**config.mk**
```make
export PLATFORM = sky130hd
export DESIGN_NAME = lsuPipeline
export DESIGN_NICKNAME = d
export VERILOG_FILES = /design/src/verilog/lsuPkg.sv /design/src/verilog/memRequestStage.sv /design/src/verilog/loadWriteback.sv /design/src/verilog/lsuPipeline.sv
export SDC_FILE = /design/constraint.sdc
export NUM_CORES = 1
export LEC_CHECK = 0
export BUFFER_PORTS_ARGS = -buffer_cell sky130_fd_sc_hd__buf_2
export CAP_MARGIN = 20
export CORE_UTILIZATION = 40
export DETAILED_ROUTE_END_ITERATION = 16
export PLACE_DENSITY = 0.71
export SYNTH_ARGS = -nofsm -noshare
export SYNTH_HDL_FRONTEND = slang
export SYNTH_SLANG_ARGS = --single-unit
export TNS_END_PERCENT = 5
```
**constraint.sdc**
```tcl
create_clock -name clk -period 23.4 [get_ports clk]
set_input_delay 4.68 -clock clk [delete_from_list [all_inputs] [get_ports clk]]
set_output_delay 4.68 -clock clk [all_outputs]
set_load 0.01 [all_outputs]
```
**src/verilog/lsuPkg.sv**
```systemverilog
package lsuPkg;

    // ==========================================================
    // Widths
    // ==========================================================
    // Data and address width
    localparam int xlen = 32;

    // Bytes per data word, one byte enable each
    localparam int numLanes = 4;

    // Register index width
    localparam int regAddrWidth = 5;

    // ==========================================================
    // Encodings
    // ==========================================================
    // Access size and signedness, same codes as RISC-V funct3
    typedef enum logic [2:0] {
        opByte  = 3'b000,
        opHalf  = 3'b001,
        opWord  = 3'b010,
        opByteU = 3'b100,
        opHalfU = 3'b101
    } memOp_e;

    // Writeback source select
    typedef enum logic [1:0] {
        srcAlu = 2'b00,
        srcMem = 2'b01,
        srcPc4 = 2'b10
    } resultSrc_e;

    // ==========================================================
    // Pipeline items
    // ==========================================================
    // Executed instruction entering M1
    typedef struct packed {
        logic                    valid;
        logic                    regWrite;
        logic                    memWrite;
        resultSrc_e              resultSrc;
        memOp_e                  op;
        logic [regAddrWidth-1:0] rd;
        logic [xlen-1:0]         aluResult;
        logic [xlen-1:0]         writeData;
        logic [xlen-1:0]         pcPlus4;
    } exItem_t;

    // Item handed from M1 to M2, store data already consumed
    typedef struct packed {
        logic                    valid;
        logic                    regWrite;
        resultSrc_e              resultSrc;
        memOp_e                  op;
        logic [regAddrWidth-1:0] rd;
        logic [xlen-1:0]         aluResult;
        logic [xlen-1:0]         pcPlus4;
    } memItem_t;

    // Register write leaving W
    typedef struct packed {
        logic                    write;
        logic [regAddrWidth-1:0] rd;
        logic [xlen-1:0]         data;
    } wbWrite_t;

endpackage

```
**src/verilog/memRequestStage.sv**
```systemverilog
`timescale 1ns/10ps

module memRequestStage
    import lsuPkg::*;
(
    input  logic                clk,
    input  logic                reset,

    // Executed instruction from the environment
    input  exItem_t             ex,

    // Data memory request
    output logic [xlen-1:0]     memAddr,
    output logic [xlen-1:0]     memWriteData,
    output logic [numLanes-1:0] memByteEn,

    // Item passed on to M2
    output memItem_t            m1Item
);

    exItem_t             m1Reg;
    logic [1:0]          addrOffset;
    logic [xlen-1:0]     laneData;
    logic [numLanes-1:0] laneEn;

    // ==========================================================
    // EX/M1 register
    // ==========================================================
    // No stall, so a new item is taken on every edge
    always_ff @(posedge clk or posedge reset) begin
        if (reset) begin
            m1Reg <= '0;
        end else begin
            m1Reg <= ex;
        end
    end

    // ==========================================================
    // Store alignment
    // ==========================================================
    assign addrOffset = m1Reg.aluResult[1:0];

    always_comb begin
        case (m1Reg.op)
            opByte: begin
                // Byte moves into the addressed lane, rest zero
                laneData = xlen'(m1Reg.writeData[7:0]) << {addrOffset, 3'b000};
                laneEn   = numLanes'(1) << addrOffset;
            end
            opHalf: begin
                // Address bit 1 picks the upper half
                if (addrOffset[1]) begin
                    laneData = {m1Reg.writeData[15:0], 16'b0};
                    laneEn   = 4'b1100;
                end else begin
                    laneData = {16'b0, m1Reg.writeData[15:0]};
                    laneEn   = 4'b0011;
                end
            end
            opWord: begin
                laneData = m1Reg.writeData;
                laneEn   = 4'b1111;
            end
            default: begin
                // Unsigned or undefined sizes never write
                laneData = m1Reg.writeData;
                laneEn   = '0;
            end
        endcase
    end

    // ==========================================================
    // Memory request and M1 item
    // ==========================================================
    assign memAddr      = m1Reg.aluResult;
    assign memWriteData = laneData;

    // Only a valid store may touch memory
    assign memByteEn = (m1Reg.valid && m1Reg.memWrite) ? laneEn : '0;

    always_comb begin
        m1Item.valid     = m1Reg.valid;
        m1Item.regWrite  = m1Reg.regWrite;
        m1Item.resultSrc = m1Reg.resultSrc;
        m1Item.op        = m1Reg.op;
        m1Item.rd        = m1Reg.rd;
        m1Item.aluResult = m1Reg.aluResult;
        m1Item.pcPlus4   = m1Reg.pcPlus4;
    end

endmodule

```
**src/verilog/loadWriteback.sv**
```systemverilog
`timescale 1ns/10ps

module loadWriteback
    import lsuPkg::*;
(
    input  logic            clk,
    input  logic            reset,

    // Item leaving M1
    input  memItem_t        m1Item,

    // Word returned by the data memory, one cycle after the request
    input  logic [xlen-1:0] memReadData,

    // Register write of the item in W
    output wbWrite_t        wb
);

    memItem_t        m2Reg;
    memItem_t        wReg;
    logic [1:0]      byteOffset;
    logic [7:0]      loadByte;
    logic [15:0]     loadHalf;
    logic [xlen-1:0] loadData;
    logic [xlen-1:0] wLoadData;

    // ==========================================================
    // M1/M2 register
    // ==========================================================
    always_ff @(posedge clk or posedge reset) begin
        if (reset) begin
            m2Reg <= '0;
        end else begin
            m2Reg <= m1Item;
        end
    end

    // ==========================================================
    // M2 load extraction
    // ==========================================================
    assign byteOffset = m2Reg.aluResult[1:0];

    // Addressed byte and halfword of the returned word
    assign loadByte = memReadData[{byteOffset, 3'b000} +: 8];
    assign loadHalf = byteOffset[1] ? memReadData[31:16] : memReadData[15:0];

    always_comb begin
        case (m2Reg.op)
            opByte: begin
                loadData = {{(xlen - 8){loadByte[7]}}, loadByte};
            end
            opByteU: begin
                loadData = {{(xlen - 8){1'b0}}, loadByte};
            end
            opHalf: begin
                loadData = {{(xlen - 16){loadHalf[15]}}, loadHalf};
            end
            opHalfU: begin
                loadData = {{(xlen - 16){1'b0}}, loadHalf};
            end
            default: begin
                // Word loads and unknown sizes take the whole word
                loadData = memReadData;
            end
        endcase
    end

    // ==========================================================
    // M2/W register
    // ==========================================================
    always_ff @(posedge clk or posedge reset) begin
        if (reset) begin
            wReg <= '0;
        end else begin
            wReg <= m2Reg;
        end
    end

    // Load result travels alongside the item
    always_ff @(posedge clk) begin
        wLoadData <= loadData;
    end

    // ==========================================================
    // W result select
    // ==========================================================
    always_comb begin
        case (wReg.resultSrc)
            srcMem: begin
                wb.data = wLoadData;
            end
            srcPc4: begin
                // Link value for jal and jalr
                wb.data = wReg.pcPlus4;
            end
            default: begin
                wb.data = wReg.aluResult;
            end
        endcase
    end

    // Bubbles never write the register file
    assign wb.write = wReg.valid && wReg.regWrite;
    assign wb.rd    = wReg.rd;

endmodule

```
**src/verilog/lsuPipeline.sv**
```systemverilog
`timescale 1ns/10ps

module lsuPipeline
    import lsuPkg::*;
(
    input  logic                clk,
    input  logic                reset,

    // Executed instruction, sampled every edge
    input  exItem_t             ex,

    // Data memory request
    output logic [xlen-1:0]     memAddr,
    output logic [xlen-1:0]     memWriteData,
    output logic [numLanes-1:0] memByteEn,

    // Data memory response, one cycle latency
    input  logic [xlen-1:0]     memReadData,

    // Register write out of W
    output wbWrite_t            wb
);

    // Item between M1 and the M1/M2 register
    memItem_t m1Item;

    // ==========================================================
    // M1 request stage
    // ==========================================================
    memRequestStage memRequestStage_inst (
        .clk          (clk),
        .reset        (reset),
        .ex           (ex),
        .memAddr      (memAddr),
        .memWriteData (memWriteData),
        .memByteEn    (memByteEn),
        .m1Item       (m1Item)
    );

    // ==========================================================
    // M2 extraction and writeback
    // ==========================================================
    loadWriteback loadWriteback_inst (
        .clk         (clk),
        .reset       (reset),
        .m1Item      (m1Item),
        .memReadData (memReadData),
        .wb          (wb)
    );

endmodule

```
* Yosys cells after proc, flatten, opt, wreduce, memory -nomap -nowiden
Cells that the tools add are included.
** Word-level totals
- Register bits :: 290
- Output and inout port bits :: 106
- Logic and storage cells :: 45
** Cells by class
- Eq/ne operators :: 7
- Shift operators :: 3
- Muxes and demuxes :: 8
- Reductions and logical operators :: 4
** Operator list (number)
- $pmux W32 S2 :: 2
- $pmux W32 S4 :: 1
- $mux W32 :: 1
- $shiftx A32 B6 Y8 :: 1
- $shl A8 B5 Y32 :: 1
- $mux W16 :: 1
- $pmux W4 S3 :: 1
- $mux W4 :: 2
- $eq A3 B1 Y1 const B :: 2
- $eq A3 B3 Y1 const B :: 2
- $logic_not A3 Y1 :: 2
- $shl A1 B2 Y4 const A :: 1
- $eq A3 B2 Y1 const B :: 1
- $eq A2 B1 Y1 const B :: 1
- $eq A2 B2 Y1 const B :: 1
- $logic_and A1 B1 Y1 :: 2

* Longest topological paths before layout
Gate-level depths: netlist (run 1).
- Word-level depth :: 3
- Gate-level depth with buffers :: 6
- Mapped depth without buffers :: 4

* By module
Synthesis (run 1) repeated with hierarchy kept, for this count alone.
** Second synthesis, totals
- Cells, all modules :: 727
- Area total of the unflattened synthesis :: 9855.7 um^2
** By module, submodules not included
- loadWriteback :: times used 1, cells an instance 424, area an instance 5784.3 um^2, sequential area each 4369.2 um^2
- memRequestStage :: times used 1, cells an instance 303, area an instance 4071.4 um^2, sequential area each 2727.6 um^2

* Least setup slack after synthesis (run 1)
OpenSTA, ideal clock, no wires.
- Path kind :: register to output
- Start point :: register memRequestStage_inst.m1Reg, in the netlist memRequestStage_inst.m1Item[70]
- End point :: output memWriteData[10]
- Data arrival time :: 1381 ps
- Required time :: 18720 ps
- Path slack :: 17339 ps
- Stages on the path, launching flop included :: 7
- Path buffers :: 2
- Path through :: dfrtp_1 -> or2_1 -> buf_2 -> buf_6 -> nor3_1 -> a21oi_1 -> o21ai_0
** Between the ends
- Word-level cells in the longest chain between the ends :: 2
** RTL lines
- start, declared :: RTL line memRequestStage.sv:21 : exItem_t m1Reg;
- start signal, assigned :: RTL line memRequestStage.sv:32 : m1Reg <= '0;
- start signal, assigned :: RTL line memRequestStage.sv:34 : m1Reg <= ex;
- $eq A3 B1 Y1 or $logic_not A3 Y1 (tied branches) :: RTL line memRequestStage.sv:44 : case (m1Reg.op)
- $pmux W32 S2 * :: RTL line memRequestStage.sv:44
- end, declared :: RTL line lsuPipeline.sv:14 : output logic [xlen-1:0] memWriteData,
Every way passes the cells marked *; elsewhere a longest branch is shown, timed or not.

* Worst setup path after layout (run 1)
- Start point :: register memRequestStage_inst.m1Reg, in the netlist memRequestStage_inst.m1Item[69]
- End point :: output memWriteData[6]
Same word-level chain as after synthesis.

==> impl_metrics.csv, run 1 <==
group,metric,value,unit
outcome,status,"complete, no violations",
power,cellLeakagePower,5.536,nW
synthesis,yosys.area.top_type,"dfrtp_1",
routing,ant_nets,0,
synthesis,synth_cells,668,
routing,wl_per_cell,16.48,um
worst_setup_path,criticalPathCategory,"reg2out",
floorplan,num_io_pins,249,
worst_setup_path,r2r_slack,21320,ps
sta,whs,343.0,ps
routing,routed_via_density,4.773,
synthesis,avgSynthCellArea,13.93,um^2
floorplan,coreArea,22710,um^2
clocking,cts_root_buffer,"clkbuf_16",
finish,fillerInstances,1976,
clocking,cts_resized,0,
synthesis,syn_nets,813,
clocking,path_clk_slew,60,ps
synthesis,synth-async-reset-ratio,88.97,%
clocking,ctsLongestPathBuffers,3,
floorplan,dieArea,23880,um^2
worst_setup_path,critPathMaxStageDelay,790,ps
synthesis,ys_seq_area_share,76.27,%
clocking,cts_setup_buffers,0,
floorplan,start_util,40.98,%
worst_setup_path,crit_fanout,21,
synthesis,synth_common_cells,"dfrtp_1 (258), nand2_1 (97), o21ai_0 (50)",
routing,vias,5690,
global_route,grtUsageTotal,16.36,%
routing,drtIter0Drc,306,
worst_setup_path,critPathLaunch,"memRequestStage_inst.m1Item[69]$_DFF_PP0_",
worst_setup_path,path_cells,"nor2b_4 > o21ai_0 > and2_1 > buf_2",
min_path,hold_start,"loadWriteback_inst.m2Reg[20]$_DFF_PP0_",
sta,tightestPinTransition,886.4,ps
placement,place_congestion,0.8089,
floorplan,die_w,154.5,um
worst_setup_path,r2r_start,"loadWriteback_inst.m2Reg[69]$_DFF_PP0_",
global_route,grt_pass1_vias,5559,
placement,dp_hpwl,13.20,mm
placement,numPortBuffers,248,
power,p_per_area,93.65,nW/um^2
sta,relSlewSlack,40.28,%
global_route,grt_pass1_wl,30.19,mm
routing,wl,19.65,mm
min_path,hold_path_class,"reg2reg",
worst_setup_path,startpoint_type,"register",
sta,final_hold_viol_count,0,
floorplan,num_rows,55,
worst_setup_path,crit_family,"flip-flops",
finish,drive_gt1_share,34.15,%
worst_setup_path,path_buf_inv,1,
synthesis,synth_area,9305,um^2
global_route,grt_max_degree,125,
clocking,cts_tree,"yes",
finish,nNetsFinal,1028,
synthesis,synth_top_area_share,69.38,%
sta,fmax,138.2,MHz
synthesis,yosysWarnings,0,
worst_setup_path,arrival,2560,ps
synthesis,synth_area_leaders,"dfrtp_1 (69%), dfxtp_1 (6.9%), nand2_1 (3.9%)",
clocking,ctsHoldBuffers,0,
worst_setup_path,slowest_stage,"dfrtp_1",
clocking,numCtsBuffers,29,
sta,tns,0,ps
sta,setup_viol,0,
floorplan,fp.dieH,154.5,um
global_route,grt-ovfl-total,0,
sta,slew_violations,0,
worst_setup_path,cp-end-kind,"output port",
routing,post-route-drc-count,0,
sta,fin_crit,7237,ps
synthesis,ys.flop_type,"dfrtp_1",
worst_setup_path,worst_ep_required_time,18720,ps
sta,skew,18.99,ps
sta,rsz0062_at_grt,"no",
sta,final.period_utilization,30.93,%
clocking,clock_latency,540,ps
routing,dr.pass1.iters,5,
synthesis,synth_edf_count,0,
finish,syn_to_final_growth,23.46,%
synthesis,yosysMostFrequentCell,"dfrtp_1",
clocking,cts_max_level,1,
run,max_cap_violations,0,
clocking,cts.sinks,290,
synthesis,ys_types,43,
power,ir_drop,82.69,uV
global_route,antenna_found_initial,6,
synthesis,synth.ff_latch_count,290,
cells in the final DEF (no fill, tap or decap), types with 2 or more instances in the layout:
master,count
diode_2,5
clkbuf_1,7
clkbuf_8,3
dfrtp_1,258
clkinv_2,5
a222oi_1,8
clkbuf_16,29
buf_4,4
o22ai_1,4
and2_1,9
a211o_1,4
nand2_1,97
dfxtp_1,32
a22o_1,12
nor3_1,10
mux2_2,3
nand4_1,3
nand3b_1,2
a221o_1,6
nand2b_1,4
nor2b_1,3
nor2_1,8
a21oi_1,16
buf_2,248
o21ai_0,50
a22oi_1,35
inv_1,14
bufinv_16,4
routing by layer:
layer | share of wire, % | vias up | wire length [um] | GRT usage, %
li1 | - | 2662 | - | -
met1 | 42 | 2767 | 8275 | 21.84
met2 | 48 | 218 | 9465 | 25.96
met3 | 6.8 | 41 | 1330 | 4.091
met4 | 2.9 | 2 | 562 | 6.082
met5 | 0.066 | - | 13 | 0
final cells by class:
| cell class | count | area, um^2 | area share, % |
|---|---|---|---|
| Multi-Input combinational cell | 293 | 1698 | 14.78 |
| Timing Repair Buffer | 254 | 1306 | 11.37 |
| Antenna cell | 5 | 12.51 | 0.1089 |
| Sequential cell | 290 | 7097 | 61.77 |
| Tap cell | 285 | 356.6 | 3.104 |
| Inverter | 15 | 63.81 | 0.5554 |
| Clock buffer | 39 | 793.3 | 6.905 |
| Clock inverter | 11 | 161.4 | 1.405 |
metrics by stage:
stage          setup slack, ps  util [%]  total power [mW]  cells  cell area (um^2)
6_report                 16160     50.59             1.076   1192             11490
5_1_grt                  16030     50.59             1.120   1192             11490
4_1_cts                  16110     50.38             1.089   1185             11440
3_5_place_dp             16250     46.18            0.6273   1135             10490
3_3_place_gp             16320     46.18            0.6254   1135             10490
2_1_floorplan            11620         -            0.5923    668              9305
final timing paths:
path	endpoint	cells after the start
max	memWriteData[6]	4
max reg2reg	loadWriteback_inst.wLoadData[2]$_DFF_P_	4
max in group asynchronous	loadWriteback_inst.wReg[14]$_DFF_PP0_	4
min reg2reg	loadWriteback_inst.wReg[20]$_DFF_PP0_	0
min	loadWriteback_inst.wReg[20]$_DFF_PP0_	0
min in group asynchronous	loadWriteback_inst.wReg[20]$_DFF_PP0_	2
kinds of logic (layout without fill, tap and decap cells):
| family | after synthesis | after routing | synth area share (%) |
|---|---|---|---|
| mux | 4 | 4 | 0.4706 |
| buf+inv | 85 | 319 | 5.513 |
| flops | 290 | 290 | 76.27 |
| simple gates | 146 | 146 | 7.301 |
| compound gates | 141 | 141 | 10.18 |
| other cells | 0 | 5 | 0 |
| fa+ha+maj | 2 | 2 | 0.2689 |
worst reg2reg max path, delay by kind of cell, from the launching register on:
kind,cells,cell delay (ps)
flip-flops,1,580
AO/OA/AOI/OAI,2,340
AND/OR/NAND/NOR,2,1010
sequential cells by signal, indices dropped and copies added (netlist names):
| name | count |
|---|---|
| loadWriteback_inst.wb | 5 |
| memRequestStage_inst.memAddr | 32 |
| loadWriteback_inst.wReg | 68 |
| loadWriteback_inst.byteOffset | 2 |
| loadWriteback_inst.wLoadData | 32 |
| memRequestStage_inst.m1Reg | 33 |
| loadWriteback_inst.m2Reg | 74 |
| memRequestStage_inst.m1Item | 44 |
power breakdown:
group          switching, mW  leakage, nW  total [mW]  internal [mW]
combinational         0.0452         1.79      0.0768         0.0315
clock                  0.178        0.468       0.458          0.280
sequential            0.0125         3.28       0.541          0.528
total                  0.236         5.54        1.08          0.840
No activity file was read; power rests on OpenSTA's default activity.
==> run 2: changes to the inputs <==
ABC_AREA = 1   (was default)
PLACE_DENSITY = 0.73   (was 0.71)
clock period = 6.65 ns   (was 23.4 ns; I/O delays follow)
==> run 2 against run 1 <==
Power grew to 3.7 times the previous value. Die area up 4.9%. Clock skew fell by 3.2 ps. First-iteration DRC count grew 9.5%. Wire length increased by 12%. Register-to-register slack worse by 16000 ps. Worst setup slack got worse by 13000 ps. Critical path depth grew 2. Critical path type unchanged.
==> impl_metrics.csv, run 2 <==
group,metric,value,unit
outcome,status,"complete, no violations",
sta,tns,0,ps
synthesis,synth_area,9766,um^2
clocking,cts_setup_buffers,0,
synthesis,synth.ff_latch_count,290,
finish,final_cells,1377,
routing,wl,21.91,mm
synthesis,synth_edf_count,0,
sta,whs,342.9,ps
clocking,cts_root_buffer,"clkbuf_16",
sta,rsz0062_at_grt,"no",
placement,place_ws,3554,ps
synthesis,ys_types,34,
clocking,path_clk_slew,60,ps
global_route,antenna_found_initial,5,
worst_setup_path,cp-end-kind,"output port",
sta,tightestPinTransition,1028,ps
finish,multi_input_area,2029,um^2
finish,final_cell_mix,"dfrtp_1 (258), buf_2 (248), nand2_1 (176)",
synthesis,yosys.area.top_type,"dfrtp_1",
floorplan,num_rows,56,
power,cellLeakagePower,6.102,nW
synthesis,yosysWarnings,0,
global_route,grtUsageTotal,17.81,%
floorplan,start_util,41.24,%
worst_setup_path,ff2ff_path_depth,5,
routing,vias,6358,
worst_setup_path,crit_fanout,17,
run,max_cap_violations,0,
worst_setup_path,r2r_start,"loadWriteback_inst.byteOffset[1]$_DFF_PP0_",
floorplan,dieArea,25040,um^2
synthesis,ys.flop_type,"dfrtp_1",
routing,routed_via_density,4.617,
worst_setup_path,criticalPathCategory,"reg2out",
sta,setup_viol,0,
floorplan,fp.dieH,158.3,um
finish,largest-register,"loadWriteback_inst.m2Reg",
synthesis,synth-async-reset-ratio,88.97,%
worst_setup_path,critPathLaunch,"memRequestStage_inst.m1Item[71]$_DFF_PP0_",
routing,wl_per_cell,15.91,um
clocking,cts.sinks,290,
min_path,min_path_cells,0,
floorplan,die_w,158.3,um
power,ir_drop,199.4,uV
finish,register_area,7097,um^2
placement,dp_hpwl,14.81,mm
routing,post-route-drc-count,0,
sta,final_hold_viol_count,0,
clocking,cts_tree,"yes",
finish,fillerInstances,2104,
worst_setup_path,r2r_slack,4850,ps
sta,worst_slack,2956,ps
synthesis,synth_top_area_share,66.11,%
synthesis,yosysMostFrequentCell,"dfrtp_1",
sta,final.period_utilization,55.55,%
finish,nNetsFinal,1178,
sta,fin_crit,3694,ps
finish,largest_register_ffs,74,
global_route,grt_pass1_vias,6543,
placement,placed_cells,1320,
routing,ant_nets,0,
floorplan,coreArea,23680,um^2
placement,dpl-instance-area,11020,um^2
min_path,hold_start,"memRequestStage_inst.m1Item[18]$_DFF_PP0_",
worst_setup_path,arrival,2360,ps
sta,skew,15.77,ps
finish,syn_to_final_growth,23.89,%
worst_setup_path,reg2reg_to,"loadWriteback_inst.wLoadData[12]$_DFF_P_",
worst_setup_path,path_cells,"nor2_4 > nand2_1 > inv_2 > nand3_2 > o21ai_0 > buf_2",
clocking,clock_latency,540,ps
clocking,ctsHoldBuffers,0,
min_path,hold_path_class,"reg2reg",
global_route,grt-ovfl-total,0,
synthesis,synth_area_leaders,"dfrtp_1 (66%), nand2_1 (6.8%), dfxtp_1 (6.6%)",
worst_setup_path,worst_ep_required_time,5320,ps
synthesis,avgSynthCellArea,12.03,um^2
floorplan,num_io_pins,249,
synthesis,syn_nets,957,
placement,numPortBuffers,248,
finish,stdcell_area,12100,um^2
routing,dr.pass1.iters,4,
finish,layout.cells.most_common,"dfrtp_1",
worst_setup_path,startpoint_type,"register",
synthesis,synth_cells,812,
power,p_total,3.975,mW
global_route,grt_pass1_wl,34.11,mm
finish,fin_util,51.09,%
clocking,cts_max_level,1,
clocking,ctsLongestPathBuffers,3,
finish,drive_gt1_share,32.73,%
routing,drtIter0Drc,335,
clocking,numCtsBuffers,30,
placement,place_congestion,0.8235,
power,p_per_area,328.5,nW/um^2
min_path,hold_path_end,"loadWriteback_inst.m2Reg[18]$_DFF_PP0_",
worst_setup_path,slowest_stage,"dfrtp_1",
sta,fmax,270.7,MHz
sta,relSlewSlack,31.48,%
global_route,grt_max_degree,203,
worst_setup_path,critPathMaxStageDelay,420,ps
sta,slew_violations,0,
clocking,cts_resized,0,
synthesis,ys_seq_area_share,72.67,%
synthesis,synth_common_cells,"dfrtp_1 (258), nand2_1 (176), a21oi_1 (64)",
## run 2: cell types whose count changed after synthesis, moves of 23 or more
cell / before / now
nor2_1: 8 / 46
a22oi_1: 35 / 0
nand3_2: 0 / 23
o21ai_0: 50 / 7
nand3_1: 1 / 43
inv_1: 15 / 42
nand2_1: 97 / 176
a21oi_1: 16 / 64
## run 2: metal layers
layer  share of wire (%)  wire length, um  up-vias  GRT usage, %
li1                    -                -     3013             -
met1                  42             9121     3076         22.67
met2                  48            10610      221         29.49
met3                 6.7             1473       46         4.355
met4                 3.2              693        2         6.548
met5               0.046               10        -             0
## run 2: worst max-delay path, delay by kind of cell, from the launching register on
family / cells / cell delay, ps
buffers and inverters: 2 / 430
AO/OA/AOI/OAI: 1 / 260
AND/OR/NAND/NOR: 3 / 710
flip-flops: 1 / 420
## run 2: cells by family after synthesis
group,after synthesis,synth area share [%]
AO/OA/AOI/OAI,86,4.817
adder cells (fa/ha/maj),2,0.2562
buffers and inverters,114,6.547
flip-flops,290,72.67
AND/OR/NAND/NOR,320,15.71
## run 2: how the worst max path moves through the flow
stage | end | depth (start not counted) | slack [ps]
3_3_place_gp | loadWriteback_inst.m2Reg[38]$_DFF_PP0_ | 4 | 3600
2_1_floorplan | loadWriteback_inst.byteOffset[0]$_DFF_PP0_ | 1 | 1920
6_report | memWriteData[14] | 6 | 2960
5_1_grt | memWriteData[14] | 6 | 2800
4_1_cts | memWriteData[14] | 6 | 2960
3_5_place_dp | memWriteData[14] | 6 | 3550
## run 2: area by class of cell
type | count | area share (%)
clock buffers | 40 | 6.929
well taps | 319 | 3.299
flip-flops and latches | 290 | 58.66
repair buffers | 256 | 10.86
diodes | 4 | 0.08273
multi-input cells | 408 | 16.77
inverters | 47 | 1.489
clock inverters | 13 | 1.913
## run 2: power breakdown
part	switching [mW]	internal [mW]	total, mW
Sequential	0.0390	1.86	1.90
Clock	0.650	1.11	1.76
Combinational	0.196	0.117	0.313
Total	0.885	3.09	3.98
